<file path="src/hw/spi_pkg.sv">
//--------------------------------------------------
// spi frame format
// constants shared by the serial receiver and the
// register decode: frame length and field widths
//--------------------------------------------------
package spi_pkg;

  // a valid frame is exactly this many bits while cs_n is low
  localparam int FRAME_BITS = 16;

  // address byte goes first on the wire, msb first
  localparam int ADDR_BITS = 8;

  // data byte follows the address
  localparam int DATA_BITS = 8;

  // bit counter must reach FRAME_BITS and saturate above it (31)
  localparam int CNT_BITS = 5;

endpackage

</file>
<file path="src/hw/led_pkg.sv">
//--------------------------------------------------
// led register map
// register addresses, control bit positions and the
// widths of the led, rate and blink counter fields
//--------------------------------------------------
package led_pkg;

  // two board leds
  localparam int LED_COUNT = 2;

  // rate selects a shift of 0..15
  localparam int RATE_BITS = 4;

  // largest shift (15) plus the two step bits
  localparam int CNT_WIDTH = 17;

  // register addresses, same width as the frame address field
  localparam logic [spi_pkg::ADDR_BITS-1:0] ADDR_CTRL = 0;
  localparam logic [spi_pkg::ADDR_BITS-1:0] ADDR_LED  = 1;
  localparam logic [spi_pkg::ADDR_BITS-1:0] ADDR_RATE = 2;

  // control word bits
  // counter advances while set
  localparam int CTRL_RUN     = 0;
  // gray coded pattern when set, binary otherwise
  localparam int CTRL_GRAY    = 1;
  // one-shot counter clear, not stored
  localparam int CTRL_RESTART = 2;
  // 1 shows the pattern, 0 shows the manual value
  localparam int CTRL_SRC     = 3;

endpackage

</file>
<file path="src/hw/blink_cfg_if.sv">
//--------------------------------------------------
// blink configuration
// carries the register state to the pattern generator
//--------------------------------------------------
`timescale 1ns/1ns

interface blink_cfg_if;

  // levels held by the register block
  logic                          run;
  logic                          gray;
  logic                          src_pattern;
  // single cycle pulse
  logic                          restart;
  logic [led_pkg::RATE_BITS-1:0] rate;
  logic [led_pkg::LED_COUNT-1:0] manual;

  modport regs (output run, gray, src_pattern, restart, rate, manual);
  modport gen  (input  run, gray, src_pattern, restart, rate, manual);

endinterface

</file>
<file path="src/hw/spi_frame_rx.sv">
//--------------------------------------------------
// spi frame receiver
// oversamples sclk, cs_n and mosi on clk, shifts in
// mode 0 frames and strobes out address and data when
// exactly FRAME_BITS bits arrived
//--------------------------------------------------
`timescale 1ns/1ns

module spi_frame_rx (
  input  logic                          clk,
  input  logic                          reset,
  input  logic                          sclk,
  input  logic                          cs_n,
  input  logic                          mosi,
  output logic                          wr_strobe,
  output logic [spi_pkg::ADDR_BITS-1:0] wr_addr,
  output logic [spi_pkg::DATA_BITS-1:0] wr_data
);

  // two flop synchronizers, [1] is the usable copy
  logic [1:0] sclk_sync;
  logic [1:0] cs_sync;
  logic [1:0] mosi_sync;

  // previous synchronized levels for edge detection
  logic sclk_d;
  logic cs_d;

  logic sclk_rise;
  logic cs_fall;
  logic cs_rise;

  logic [spi_pkg::FRAME_BITS-1:0] shift_reg;
  logic [spi_pkg::CNT_BITS-1:0]   bit_cnt;
  logic                           frame_ok;

  // control pins reset to idle: sclk low, cs_n high
  always_ff @(posedge clk)
  begin
    if (reset)
    begin
      sclk_sync <= '0;
      cs_sync   <= '1;
      sclk_d    <= 1'b0;
      cs_d      <= 1'b1;
    end
    else
    begin
      sclk_sync <= {sclk_sync[0], sclk};
      cs_sync   <= {cs_sync[0], cs_n};
      sclk_d    <= sclk_sync[1];
      cs_d      <= cs_sync[1];
    end
  end

  // mosi has the same delay as sclk so it lines up with sclk_rise
  always_ff @(posedge clk)
  begin
    mosi_sync <= {mosi_sync[0], mosi};
  end

  assign sclk_rise = sclk_sync[1] & ~sclk_d;
  assign cs_fall   = ~cs_sync[1] & cs_d;
  assign cs_rise   = cs_sync[1] & ~cs_d;

  // frame is good only at the exact length
  assign frame_ok = (bit_cnt == spi_pkg::CNT_BITS'(spi_pkg::FRAME_BITS));

  // bit counter, cleared at frame start, saturates at all ones
  always_ff @(posedge clk)
  begin
    if (reset)
      bit_cnt <= '0;
    else if (cs_fall)
      bit_cnt <= '0;
    else if (sclk_rise && !cs_sync[1] && bit_cnt != '1)
      bit_cnt <= bit_cnt + 1'b1;
  end

  // msb first, new bit enters at the bottom
  always_ff @(posedge clk)
  begin
    if (sclk_rise && !cs_sync[1])
      shift_reg <= {shift_reg[spi_pkg::FRAME_BITS-2:0], mosi_sync[1]};
  end

  // commit on cs_n rising, one cycle after the edge is seen
  always_ff @(posedge clk)
  begin
    if (reset)
      wr_strobe <= 1'b0;
    else
      wr_strobe <= cs_rise & frame_ok;
  end

  // address is the first byte in, so it sits in the upper half
  always_ff @(posedge clk)
  begin
    if (cs_rise && frame_ok)
    begin
      wr_addr <= shift_reg[spi_pkg::FRAME_BITS-1 -: spi_pkg::ADDR_BITS];
      wr_data <= shift_reg[spi_pkg::DATA_BITS-1:0];
    end
  end

endmodule

</file>
<file path="src/hw/led_regs.sv">
//--------------------------------------------------
// led register block
// decodes write strobes into control, manual value
// and rate, and drives the blink configuration
//--------------------------------------------------
`timescale 1ns/1ns

module led_regs (
  input  logic                          clk,
  input  logic                          reset,
  input  logic                          wr_strobe,
  input  logic [spi_pkg::ADDR_BITS-1:0] wr_addr,
  input  logic [spi_pkg::DATA_BITS-1:0] wr_data,
  blink_cfg_if.regs                     cfg
);

  // address decode, only meaningful during the strobe
  logic wr_ctrl;
  logic wr_led;
  logic wr_rate;

  assign wr_ctrl = wr_strobe && (wr_addr == led_pkg::ADDR_CTRL);
  assign wr_led  = wr_strobe && (wr_addr == led_pkg::ADDR_LED);
  assign wr_rate = wr_strobe && (wr_addr == led_pkg::ADDR_RATE);

  // control word levels
  always_ff @(posedge clk)
  begin
    if (reset)
    begin
      cfg.run         <= 1'b0;
      cfg.gray        <= 1'b0;
      cfg.src_pattern <= 1'b0;
    end
    else if (wr_ctrl)
    begin
      cfg.run         <= wr_data[led_pkg::CTRL_RUN];
      cfg.gray        <= wr_data[led_pkg::CTRL_GRAY];
      cfg.src_pattern <= wr_data[led_pkg::CTRL_SRC];
    end
  end

  // restart is not stored
  // it is high only on the cycle after the control write
  always_ff @(posedge clk)
  begin
    if (reset)
      cfg.restart <= 1'b0;
    else
      cfg.restart <= wr_ctrl && wr_data[led_pkg::CTRL_RESTART];
  end

  // manual led value, low bits of the data byte
  always_ff @(posedge clk)
  begin
    if (reset)
      cfg.manual <= '0;
    else if (wr_led)
      cfg.manual <= wr_data[led_pkg::LED_COUNT-1:0];
  end

  // blink rate as a shift amount
  always_ff @(posedge clk)
  begin
    if (reset)
      cfg.rate <= '0;
    else if (wr_rate)
      cfg.rate <= wr_data[led_pkg::RATE_BITS-1:0];
  end

  // writes to any other address fall through all decodes

endmodule

</file>
<file path="src/hw/led_pattern_gen.sv">
//--------------------------------------------------
// led pattern generator
// free running blink counter, gray or binary step
// and selection between pattern and manual value
//--------------------------------------------------
`timescale 1ns/1ns

module led_pattern_gen (
  input  logic                          clk,
  input  logic                          reset,
  blink_cfg_if.gen                      cfg,
  output logic [led_pkg::LED_COUNT-1:0] led
);

  logic [led_pkg::CNT_WIDTH-1:0] blink_cnt;
  logic [led_pkg::CNT_WIDTH-1:0] cnt_shifted;
  logic [led_pkg::LED_COUNT-1:0] step;
  logic [led_pkg::LED_COUNT-1:0] step_gray;
  logic [led_pkg::LED_COUNT-1:0] pattern;

  // restart wins over run
  always_ff @(posedge clk)
  begin
    if (reset)
      blink_cnt <= '0;
    else if (cfg.restart)
      blink_cnt <= '0;
    else if (cfg.run)
      blink_cnt <= blink_cnt + 1'b1;
  end

  // step advances every 2**rate cycles
  assign cnt_shifted = blink_cnt >> cfg.rate;
  assign step        = cnt_shifted[led_pkg::LED_COUNT-1:0];

  // binary to gray, neighbours differ in one bit
  assign step_gray = step ^ (step >> 1);
  assign pattern   = cfg.gray ? step_gray : step;

  // registered output
  always_ff @(posedge clk)
  begin
    if (reset)
      led <= '0;
    else if (cfg.src_pattern)
      led <= pattern;
    else
      led <= cfg.manual;
  end

endmodule

</file>
<file path="src/hw/led_spi_top.sv">
//--------------------------------------------------
// spi controlled led top level
// serial receiver, register block and pattern
// generator on a single system clock
//--------------------------------------------------
`timescale 1ns/1ns

module led_spi_top (
  input  logic                          clk,
  input  logic                          reset,
  input  logic                          sclk,
  input  logic                          cs_n,
  input  logic                          mosi,
  output logic [led_pkg::LED_COUNT-1:0] led
);

  // write port from the receiver to the registers
  logic                          wr_strobe;
  logic [spi_pkg::ADDR_BITS-1:0] wr_addr;
  logic [spi_pkg::DATA_BITS-1:0] wr_data;

  // configuration from the registers to the generator
  blink_cfg_if blink_cfg ();

  // pins are sampled on clk, sclk is never used as a clock
  spi_frame_rx spi_frame_rx_inst (
    .clk       (clk),
    .reset     (reset),
    .sclk      (sclk),
    .cs_n      (cs_n),
    .mosi      (mosi),
    .wr_strobe (wr_strobe),
    .wr_addr   (wr_addr),
    .wr_data   (wr_data)
  );

  led_regs led_regs_inst (
    .clk       (clk),
    .reset     (reset),
    .wr_strobe (wr_strobe),
    .wr_addr   (wr_addr),
    .wr_data   (wr_data),
    .cfg       (blink_cfg.regs)
  );

  led_pattern_gen led_pattern_gen_inst (
    .clk   (clk),
    .reset (reset),
    .cfg   (blink_cfg.gen),
    .led   (led)
  );

endmodule

</file>
<file path="config.mk">
export PLATFORM = sky130hd
export DESIGN_NAME = led_spi_top
export DESIGN_NICKNAME = d
export VERILOG_FILES = /design/src/hw/spi_pkg.sv /design/src/hw/led_pkg.sv /design/src/hw/blink_cfg_if.sv /design/src/hw/spi_frame_rx.sv /design/src/hw/led_regs.sv /design/src/hw/led_pattern_gen.sv /design/src/hw/led_spi_top.sv
export SDC_FILE = /design/constraint.sdc
export NUM_CORES = 1
export LEC_CHECK = 0
export ABC_AREA = 1
export BUFFER_PORTS_ARGS = -buffer_cell sky130_fd_sc_hd__buf_2
export CAP_MARGIN = 25
export CORE_UTILIZATION = 50
export CTS_BUF_LIST = sky130_fd_sc_hd__clkbuf_4 sky130_fd_sc_hd__clkbuf_8
export DETAILED_ROUTE_END_ITERATION = 8
export GPL_TIMING_DRIVEN = 0
export HOLD_SLACK_MARGIN = 0.12
export PLACE_DENSITY = 0.69
export SKIP_LAST_GASP = 1
export SLEW_MARGIN = 20
export SYNTH_ARGS = -nofsm -noshare
export SYNTH_HDL_FRONTEND = slang
export SYNTH_SLANG_ARGS = --single-unit
export TNS_END_PERCENT = 50
</file>
<file path="constraint.sdc">
create_clock -name clk -period 2 [get_ports clk]
set_input_delay 0.1 -clock clk [delete_from_list [all_inputs] [get_ports clk]]
set_output_delay 0.1 -clock clk [all_outputs]
set_load 0.01 [all_outputs]
</file>
Yosys cells after proc, flatten, opt, wreduce, memory -nomap -nowiden
Cells that the tools add are included.

Flip-flop bits (word level): 71. Word-level logic and storage cells: 46. Output and inout port bits: 2. Input port bits: 5.

Mux-type cells: 2. Bitwise gates (word level): 8. Shift operators: 1. $add $sub $neg: 2. Eq/ne operators: 4. Reduce and logical (&&, ||, !) cells: 11.

Operators by type and width (count): adder 17 x 1 -> 17 bit (second input constant) (1); right shift 17 x 4 -> 2 bit (1); == test 8 x 1 -> 1 bit (second input constant) (1); == test 8 x 2 -> 1 bit (second input constant) (1); logical NOT 8 bit (1); logical AND 1 bit (7); adder 5 x 1 -> 5 bit (second input constant) (1); == test 5 bit (second input constant) (1); != test 5 bit (second input constant) (1); AND 1 bit (4); 2-to-1 mux 2 bit (2); OR reduction 2 bit (2); inverter 1 bit (3); bitwise XOR 2 x 1 -> 2 bit (1); logical NOT 1 bit (1).

Depth between registers and ports, before layout
Gate-level depths: netlist of the first run.

Word-level depth: 4. Depth in mapped cells: 12. Depth with buffers taken out: 10.

Hierarchy
From an unflattened synthesis of the first run, not the netlist that was laid out.

Cells, all modules: 362. Area total of the unflattened synthesis: 3208.1 um2.

Modules (own cells, without submodules): spi_frame_rx (times used 1, cells an instance 98, area each 1512.7 um2, seq. area each 1241.2 um2); led_pattern_gen (times used 1, cells an instance 192, area each 1198.6 um2, seq. area each 380.4 um2); led_regs (times used 1, cells an instance 72, area each 496.7 um2, seq. area each 200.2 um2).

Worst setup path before layout of the first run
Ideal clock, no wire load.

Path kind: register to register. From: register spi_frame_rx_inst.cs_sync[1]. To: register spi_frame_rx_inst.shift_reg[0] (netlist name), enable pin. Library setup time: 0.409 ns. Slack: 0.063 ns. Stages on the path, launching flop included: 2. Clock period less this slack: 1.937 ns. Path buffers: 0. Arrival time: 1.528 ns. Data required time: 1.591 ns. Cell sequence: dfxtp_1 > nor3_1.

Word-level cells in the longest chain between the ends: 2.

RTL lines: start: declaration (RTL line spi_frame_rx.sv:22) `logic [1:0] cs_sync;`; start signal: assignment (RTL line spi_frame_rx.sv:50) `cs_sync <= {cs_sync[0], cs_n};`; logical NOT 1 bit (RTL line spi_frame_rx.sv:83) `if (sclk_rise && !cs_sync[1])`; logical AND 1 bit (RTL line spi_frame_rx.sv:83); end signal: assignment (RTL line spi_frame_rx.sv:84) `shift_reg <= {shift_reg[spi_pkg::FRAME_BITS-2:0], mosi_sync[1]};`; end: declaration (RTL line spi_frame_rx.sv:33) `logic [spi_pkg::FRAME_BITS-1:0] shift_reg;`.

Every way passes these cells. A chain may end at the register's enable or synchronous reset.

Worst setup path in the final report of the first run
From: register spi_frame_rx_inst.bit_cnt[0] (netlist name). To: register spi_frame_rx_inst.bit_cnt[3] (netlist name).

Word-level cells in the longest chain between the ends: 2. Elaborated cells on any way between the ends: 3. Classes of those cells: add/sub: 1; eq/ne: 1; reduce/logical: 1.

RTL lines: start: declaration (RTL line spi_frame_rx.sv:34) `logic [spi_pkg::CNT_BITS-1:0] bit_cnt;`; start signal: assignment (RTL line spi_frame_rx.sv:77) `bit_cnt <= bit_cnt + 1'b1;`; branches (longest 2 deep; another with adder 5 x 1 -> 5 bit).

Several ways; the timed one is not identified.

==> results of run 1 <==
## worst max-delay path by stage
stage | start | endpoint | slack [ns] | depth (start not counted)
global placement | spi_frame_rx_inst.cs_sync[1]$_SDFF_PP1_ | spi_frame_rx_inst.shift_reg[15]$_DFFE_PP_ | -0.36 | 1
global route | spi_frame_rx_inst.bit_cnt[0]$_SDFFE_PP0P_ | spi_frame_rx_inst.bit_cnt[1]$_SDFFE_PP0P_ | 0.21 | 8
CTS | spi_frame_rx_inst.bit_cnt[0]$_SDFFE_PP0P_ | spi_frame_rx_inst.bit_cnt[3]$_SDFFE_PP0P_ | 0.35 | 8
detailed placement | spi_frame_rx_inst.cs_sync[1]$_SDFF_PP1_ | spi_frame_rx_inst.shift_reg[10]$_DFFE_PP_ | 0.35 | 2
floorplan | spi_frame_rx_inst.cs_sync[1]$_SDFF_PP1_ | spi_frame_rx_inst.shift_reg[0]$_DFFE_PP_ | 0.06 | 1
finish | spi_frame_rx_inst.bit_cnt[0]$_SDFFE_PP0P_ | spi_frame_rx_inst.bit_cnt[3]$_SDFFE_PP0P_ | 0.36 | 8
## cells by family after synthesis
family / share of synthesized area
AOI/OAI and AO/OA: 0.08295
xor gates and xnor gates: 0.002963
adders and majority gates: 0.01693
buffers and inverters: 0.06982
DFF: 0.5755
and+or+nand+nor: 0.2518
## power by group through the flow
stage                     combinational (mW)  clock [mW]  sequential [mW]
final                                 0.0472        1.08             1.51
after global routing                  0.0556        1.17             1.51
after CTS                             0.0477        1.10             1.51
after detailed placement              0.0402           0             1.54
after global placement                0.0382           0             1.54
after floorplan                       0.0283           0             1.54
## area by class of cell
type	instances	area (µm²)
plain buffers	7	42.54
clock inverters	7	61.31
well taps	72	90.09
fillers	542	2276
multi-input cells	206	1059
flip-flops and latches	71	1702
clock buffers	9	123.9
inverters	43	163.9
repair buffers	12	90.09
## timing repair
item / CTS / global route
gates resized for setup: 0 / 0
hold buffers: 5 / 0
endpoints found under the hold margin: 5 / 0
## worst reg2reg max path, cell delays in order, from the launching register on
cell and delay [ns]:
dfxtp_1 0.34, ha_1 0.23, inv_1 0.06, nor3_1 0.04
ha_1 0.21, nor4_4 0.28, nand4_1 0.17, o21ai_0 0.17
a21oi_1 0.05
## metal layers
layer,vias to the layer above,global-route usage,share of wire
li1,1133,-,-
met1,1022,0.2232,0.45
met2,29,0.3174,0.49
met3,11,0.05632,0.038
met4,0,0.08545,0.017
met5,-,0,0
## cell usage in the layout (no fill, tap or decap), types with 2 or more instances in the layout
master | synthesis | routed
inv_1 | 40 | 40
clkbuf_1 | 3 | 3
inv_6 | 0 | 4
or2_2 | 2 | 2
nand2_1 | 58 | 58
clkbuf_8 | 0 | 9
buf_2 | 1 | 6
nand3_1 | 39 | 39
dfxtp_1 | 43 | 43
o211ai_1 | 2 | 2
nand4_1 | 3 | 3
nand2_2 | 5 | 5
edfxtp_1 | 28 | 28
inv_2 | 2 | 2
dlygate4sd3_1 | 0 | 5
nor3_2 | 2 | 4
a21oi_1 | 21 | 21
buf_4 | 2 | 4
o21ai_0 | 19 | 19
nor2_4 | 3 | 3
nor4_4 | 2 | 2
nor2_1 | 28 | 28
ha_1 | 4 | 4
nor3_1 | 11 | 9
clkinvlp_4 | 0 | 2
==> impl_metrics.ini, run 1 <==
[synthesis]
syn_area_mm2 = 0.002957
synthCells = 327
yosysUniqueCellTypes = 30
yosys_warnings = 0
synth.avg_cell_area_um2 = 9.042
syn-num-nets = 336
synth_top_area_frac = 0.2912
synthArstFlopShare = 0
synth_edf_count = 28
synth_top_area_cell = dfxtp_1
yosys-top-cells-area = dfxtp_1, edfxtp_1, nand2_1
yosys_most_used_dff = dfxtp_1
yosysMostFrequentCell = nand2_1
seq_area_frac_synth = 0.5755
synth-seq-cells = 71
netlist_top_cells_count = nand2_1, dfxtp_1, inv_1, nand3_1

[timing]
timing.fmax_mhz = 609.8
tightest_slew_ns = 0.7706
rsz0062_at_grt = false
worst_slack_ns = 0.3601
period_share = 0.8199
finalSetupViolations = 0
slew_headroom = 0.4835
slew_viol_final = 0
holdWs_ns = 0.3529
tns_ns = 0
period_minus_slack_ns = 1.640
hold_viol = 0
clock-skew-final_ns = 0.01008

[detailed_routing]
postRouteAntennaNets = 0
drc = 0
first_pass_iters = 4
vias = 2195
wirelength_um = 5133
vias_per_cell = 5.141
drt-initial-drc-count = 135
wire_per_inst_um = 12.02

[setup_path]
crit_path_start_kind = register
worst_path_max_delay_cell = dfxtp_1
crit-reg2reg-launch = spi_frame_rx_inst.bit_cnt[0]$_SDFFE_PP0P_
r2r_end = spi_frame_rx_inst.bit_cnt[3]$_SDFFE_PP0P_
slowest_delay_ns = 0.34
cp_top_family = simple AND/OR/NAND/NOR gates
r2r_slack_ns = 0.36
endpoint_kind = register
worst-path-buf-inv = 1
crit_chain = ha_1 > inv_1 > nor3_1 > ha_1 > nor4_4 > nand4_1 > o21ai_0 > a21oi_1
crit_arrival_ns = 1.88
r2r.worst_path.cells = 8
worstPathRequired_ns = 2.24
worst-path-max-fanout = 6
cpMostUsedCell = ha_1
worstSetupPathType = reg2reg

[cells_and_area]
drive_gt1_frac = 0.1324
finalNetCount = 359
num_antenna_cells = 0
fin_area_mm2 = 0.003332
fin_util = 0.5942
syn_to_final_growth_pct = 12.70
largest_reg_flops = 17
fin_cells = 427

[grt]
grt_start_max_net_pins = 16
grt_overflow = 0
grt_pass1_vias = 2053
antenna_found_initial = 0
grt.total_usage = 0.1890
grt_pass1_wl_um = 8825

[cts]
cts_tree = yes
cts.sinks = 71
root_buffer = clkbuf_8
post_cts_buffers = 0
clk_latency_ns = 0.35
clkTransAtPathRegs_ns = 0.08
cts_buffers = 9
htreeDepth = 3
clockBufferDepth = 2

[floorplanning]
dieHeight_um = 78.90
die_area_mm2 = 0.006224
core_mm2 = 0.005608
start_util = 0.5272
die_x_um = 78.90
io_pins = 7
rows = 27

[placement]
io_buffers = 5
gp_congestion = 0.7997
placed_area_mm2 = 0.003097
pre_cts_ws_ns = 0.3468
hpwl_um = 3599
place_inst = 406

[power_and_ir_drop]
p_leak_nw = 1.274
sw_frac_of_total = 0.2407
powerDensity_mw_per_mm2 = 789.0
p_switching_mw = 0.6328
power_frac_comb = 0.018
sequentialPowerShare = 0.573
p_int_mw = 1.996
peakVddDrop_mv = 0.5116
power_frac_clock = 0.409
power_mw = 2.629

[flow_run]
max_cap_viol_count = 0

[worst_hold_path]
min_from = spi_frame_rx_inst.mosi_sync[0]$_DFF_P_
hold_depth = 0
min_to = spi_frame_rx_inst.mosi_sync[1]$_DFF_P_
holdCritPathClass = reg2reg

[outcome]
status = complete, no violations
(Power assumes the default switching activity.)
==> run 2, diff against run 1 <==
==> constraint.sdc (replaced) <==
create_clock -name clk -period 1.4 [get_ports clk]
set_input_delay 0.07 -clock clk [delete_from_list [all_inputs] [get_ports clk]]
set_output_delay 0.07 -clock clk [all_outputs]
set_load 0.01 [all_outputs]
==> run 2 against run 1 <==
Effect of this change:
- the flow now finishes with violations (negative setup slack)
- final cell count is 3.0% higher
- power up 55%
- combinational power up 62%
- via count is 5.6% higher
- count of clock-buffer cells in the layout did not move
- maximum frequency is 9.2% higher
- first-iteration DRC count is 5.2% lower
- sequential power is 42% higher
- critical path depth unchanged
- die area unchanged
==> impl_metrics.ini, run 2 (synthesized netlist as in run 1, its figures left out) <==
[timing]
tns_ns = -0.2830
finalSetupViolations = 6
period_share = 1.073
timing.fmax_mhz = 665.9
tightest_slew_ns = 0.5121
period_minus_slack_ns = 1.502
holdWs_ns = 0.1624
worst_slack_ns = -0.1017
hold_viol = 0
slew_headroom = 0.6586
slew_viol_final = 0
clock-skew-final_ns = 0.005692
rsz0062_at_grt = true

[detailed_routing]
postRouteAntennaNets = 0
first_pass_iters = 4
wirelength_um = 5663
vias_per_cell = 5.268
drt-initial-drc-count = 128
drc = 0
vias = 2318
wire_per_inst_um = 12.87

[setup_path]
crit_arrival_ns = 1.74
crit_path_start_kind = register
worstPathRequired_ns = 1.64
worstSetupPathType = reg2reg
worst-path-max-fanout = 4
r2r.worst_path.cells = 8
r2r_slack_ns = -0.10
r2r_end = spi_frame_rx_inst.bit_cnt[3]$_SDFFE_PP0P_
crit-reg2reg-launch = spi_frame_rx_inst.bit_cnt[1]$_SDFFE_PP0P_
endpoint_kind = register

[floorplanning]
die_area_mm2 = 0.006224
core_mm2 = 0.005608
io_pins = 7
rows = 27
die_x_um = 78.90
start_util = 0.5272
dieHeight_um = 78.90

[outcome]
violations = negative setup slack
status = finished with violations

[grt]
grt_pass1_vias = 2087
grt_overflow = 0
grt_pass1_wl_um = 9218
grt.busiest_layer = met2
grt.total_usage = 0.1964
grt_util_met3 = 0.05517
grt_start_max_net_pins = 15
grt_use_met1 = 0.2435
antenna_found_initial = 0
grt_util_met2 = 0.3183

[placement]
hpwl_um = 3562
gp_congestion = 0.8240
io_buffers = 5

[cts]
clkTransAtPathRegs_ns = 0.08
cts.sinks = 71
root_buffer = clkbuf_8
htreeDepth = 3
cts_tree = yes
cts_buffers = 9
clockBufferDepth = 2
clk_latency_ns = 0.35

[cells_and_area]
syn_to_final_growth_pct = 25.35
num_antenna_cells = 0
layout_commonest_cell = nand2_1
finalNetCount = 372
largest_reg_flops = 17
fillers = 460
final_cell_mix = nand2_1, inv_1, dfxtp_1
drive_gt1_frac = 0.2554

[worst_hold_path]
min_from = reset
min_to = spi_frame_rx_inst.cs_sync[0]$_SDFF_PP1_
holdCritPathClass = in2reg
hold_depth = 2

[power_and_ir_drop]
powerDensity_mw_per_mm2 = 1096
peakVddDrop_mv = 0.9407
p_leak_nw = 1.421

[flow_run]
max_cap_viol_count = 0
[run 2: cell types whose count changed in the layout (fill, tap and decap cells not counted), sizes merged]
cell | before | now
buf | 11 | 22
bufinv | 0 | 2
clkbuf | 12 | 13
clkinv | 0 | 3
clkinvlp | 2 | 0
dlygate4sd3 | 5 | 6
inv | 48 | 45
[run 2: where the power goes]
group / internal, mW / leakage (nW) / switching [mW]
sequential: 2.13 / 0.607 / 0.00844
combinational: 0.0328 / 0.700 / 0.0435
clock: 1.02 / 0.114 / 0.819
[run 2: stage by stage]
step | std cells | total power [mW] | cell area (µm²) | util | worst slack [ns]
2_1_floorplan | 327 | 2.240 | 2990 | - | -0.06581
3_3_place_gp | 404 | 2.256 | 3105 | 0.5538 | -0.2994
3_5_place_dp | 405 | 2.258 | 3113 | 0.5551 | -0.2182
4_1_cts | 435 | 4.112 | 3505 | 0.6249 | -0.08400
5_1_grt | 440 | 4.197 | 3706 | 0.6609 | -0.2093
6_report | 440 | 4.062 | 3706 | 0.6609 | -0.1017
[run 2: worst max-delay path by stage]
stage | start | cells past startpoint | slack [ns] | end
final | spi_frame_rx_inst.bit_cnt[1]$_SDFFE_PP0P_ | 8 | -0.10 | spi_frame_rx_inst.bit_cnt[3]$_SDFFE_PP0P_
after global routing | spi_frame_rx_inst.bit_cnt[1]$_SDFFE_PP0P_ | 8 | -0.21 | spi_frame_rx_inst.bit_cnt[1]$_SDFFE_PP0P_
after CTS | spi_frame_rx_inst.bit_cnt[1]$_SDFFE_PP0P_ | 8 | -0.08 | spi_frame_rx_inst.bit_cnt[1]$_SDFFE_PP0P_
after detailed placement | spi_frame_rx_inst.bit_cnt[0]$_SDFFE_PP0P_ | 4 | -0.22 | spi_frame_rx_inst.wr_addr[7]$_DFFE_PP_
after global placement | spi_frame_rx_inst.cs_sync[1]$_SDFF_PP1_ | 1 | -0.30 | spi_frame_rx_inst.shift_reg[15]$_DFFE_PP_
after floorplan | spi_frame_rx_inst.bit_cnt[0]$_SDFFE_PP0P_ | 8 | -0.07 | spi_frame_rx_inst.bit_cnt[3]$_SDFFE_PP0P_
[run 2: routing by layer]
metal  up-vias  share of wire
met2        43           0.49
met1      1101           0.45
met3        12          0.037
met5         -              0
li1       1162              -
met4         0          0.023
[run 2: area by class of cell]
class                   instances  area [µm²]  area share
flip-flops and latches         71        1727      0.4659
multi-input cells             206        1216      0.3282
repair buffers                 25       220.2     0.05942
inverters                      43       171.4     0.04625
clock buffers                   9       123.9     0.03342
clock inverters                 7       103.9     0.02802
well taps                      72       90.09     0.02431
plain buffers                   7       53.80     0.01452
[run 2: worst max-delay path: stages, from the launching register on]
cell and delay [ns]:
dfxtp_4 0.37, ha_4 0.16, inv_2 0.04, nor3_2 0.03
ha_2 0.19, nor4_4 0.23, nand4_1 0.18, o21ai_1 0.15
a21oi_1 0.05
[run 2: repair_timing]
item,4_1_cts,5_1_grt
gates resized for setup,12,43
pin swaps,8,14
cloned,0,1
hold buffers,6,0
hold endpoints to repair,5,0
buffers inserted,8,4
setup endpoints to repair,38,41
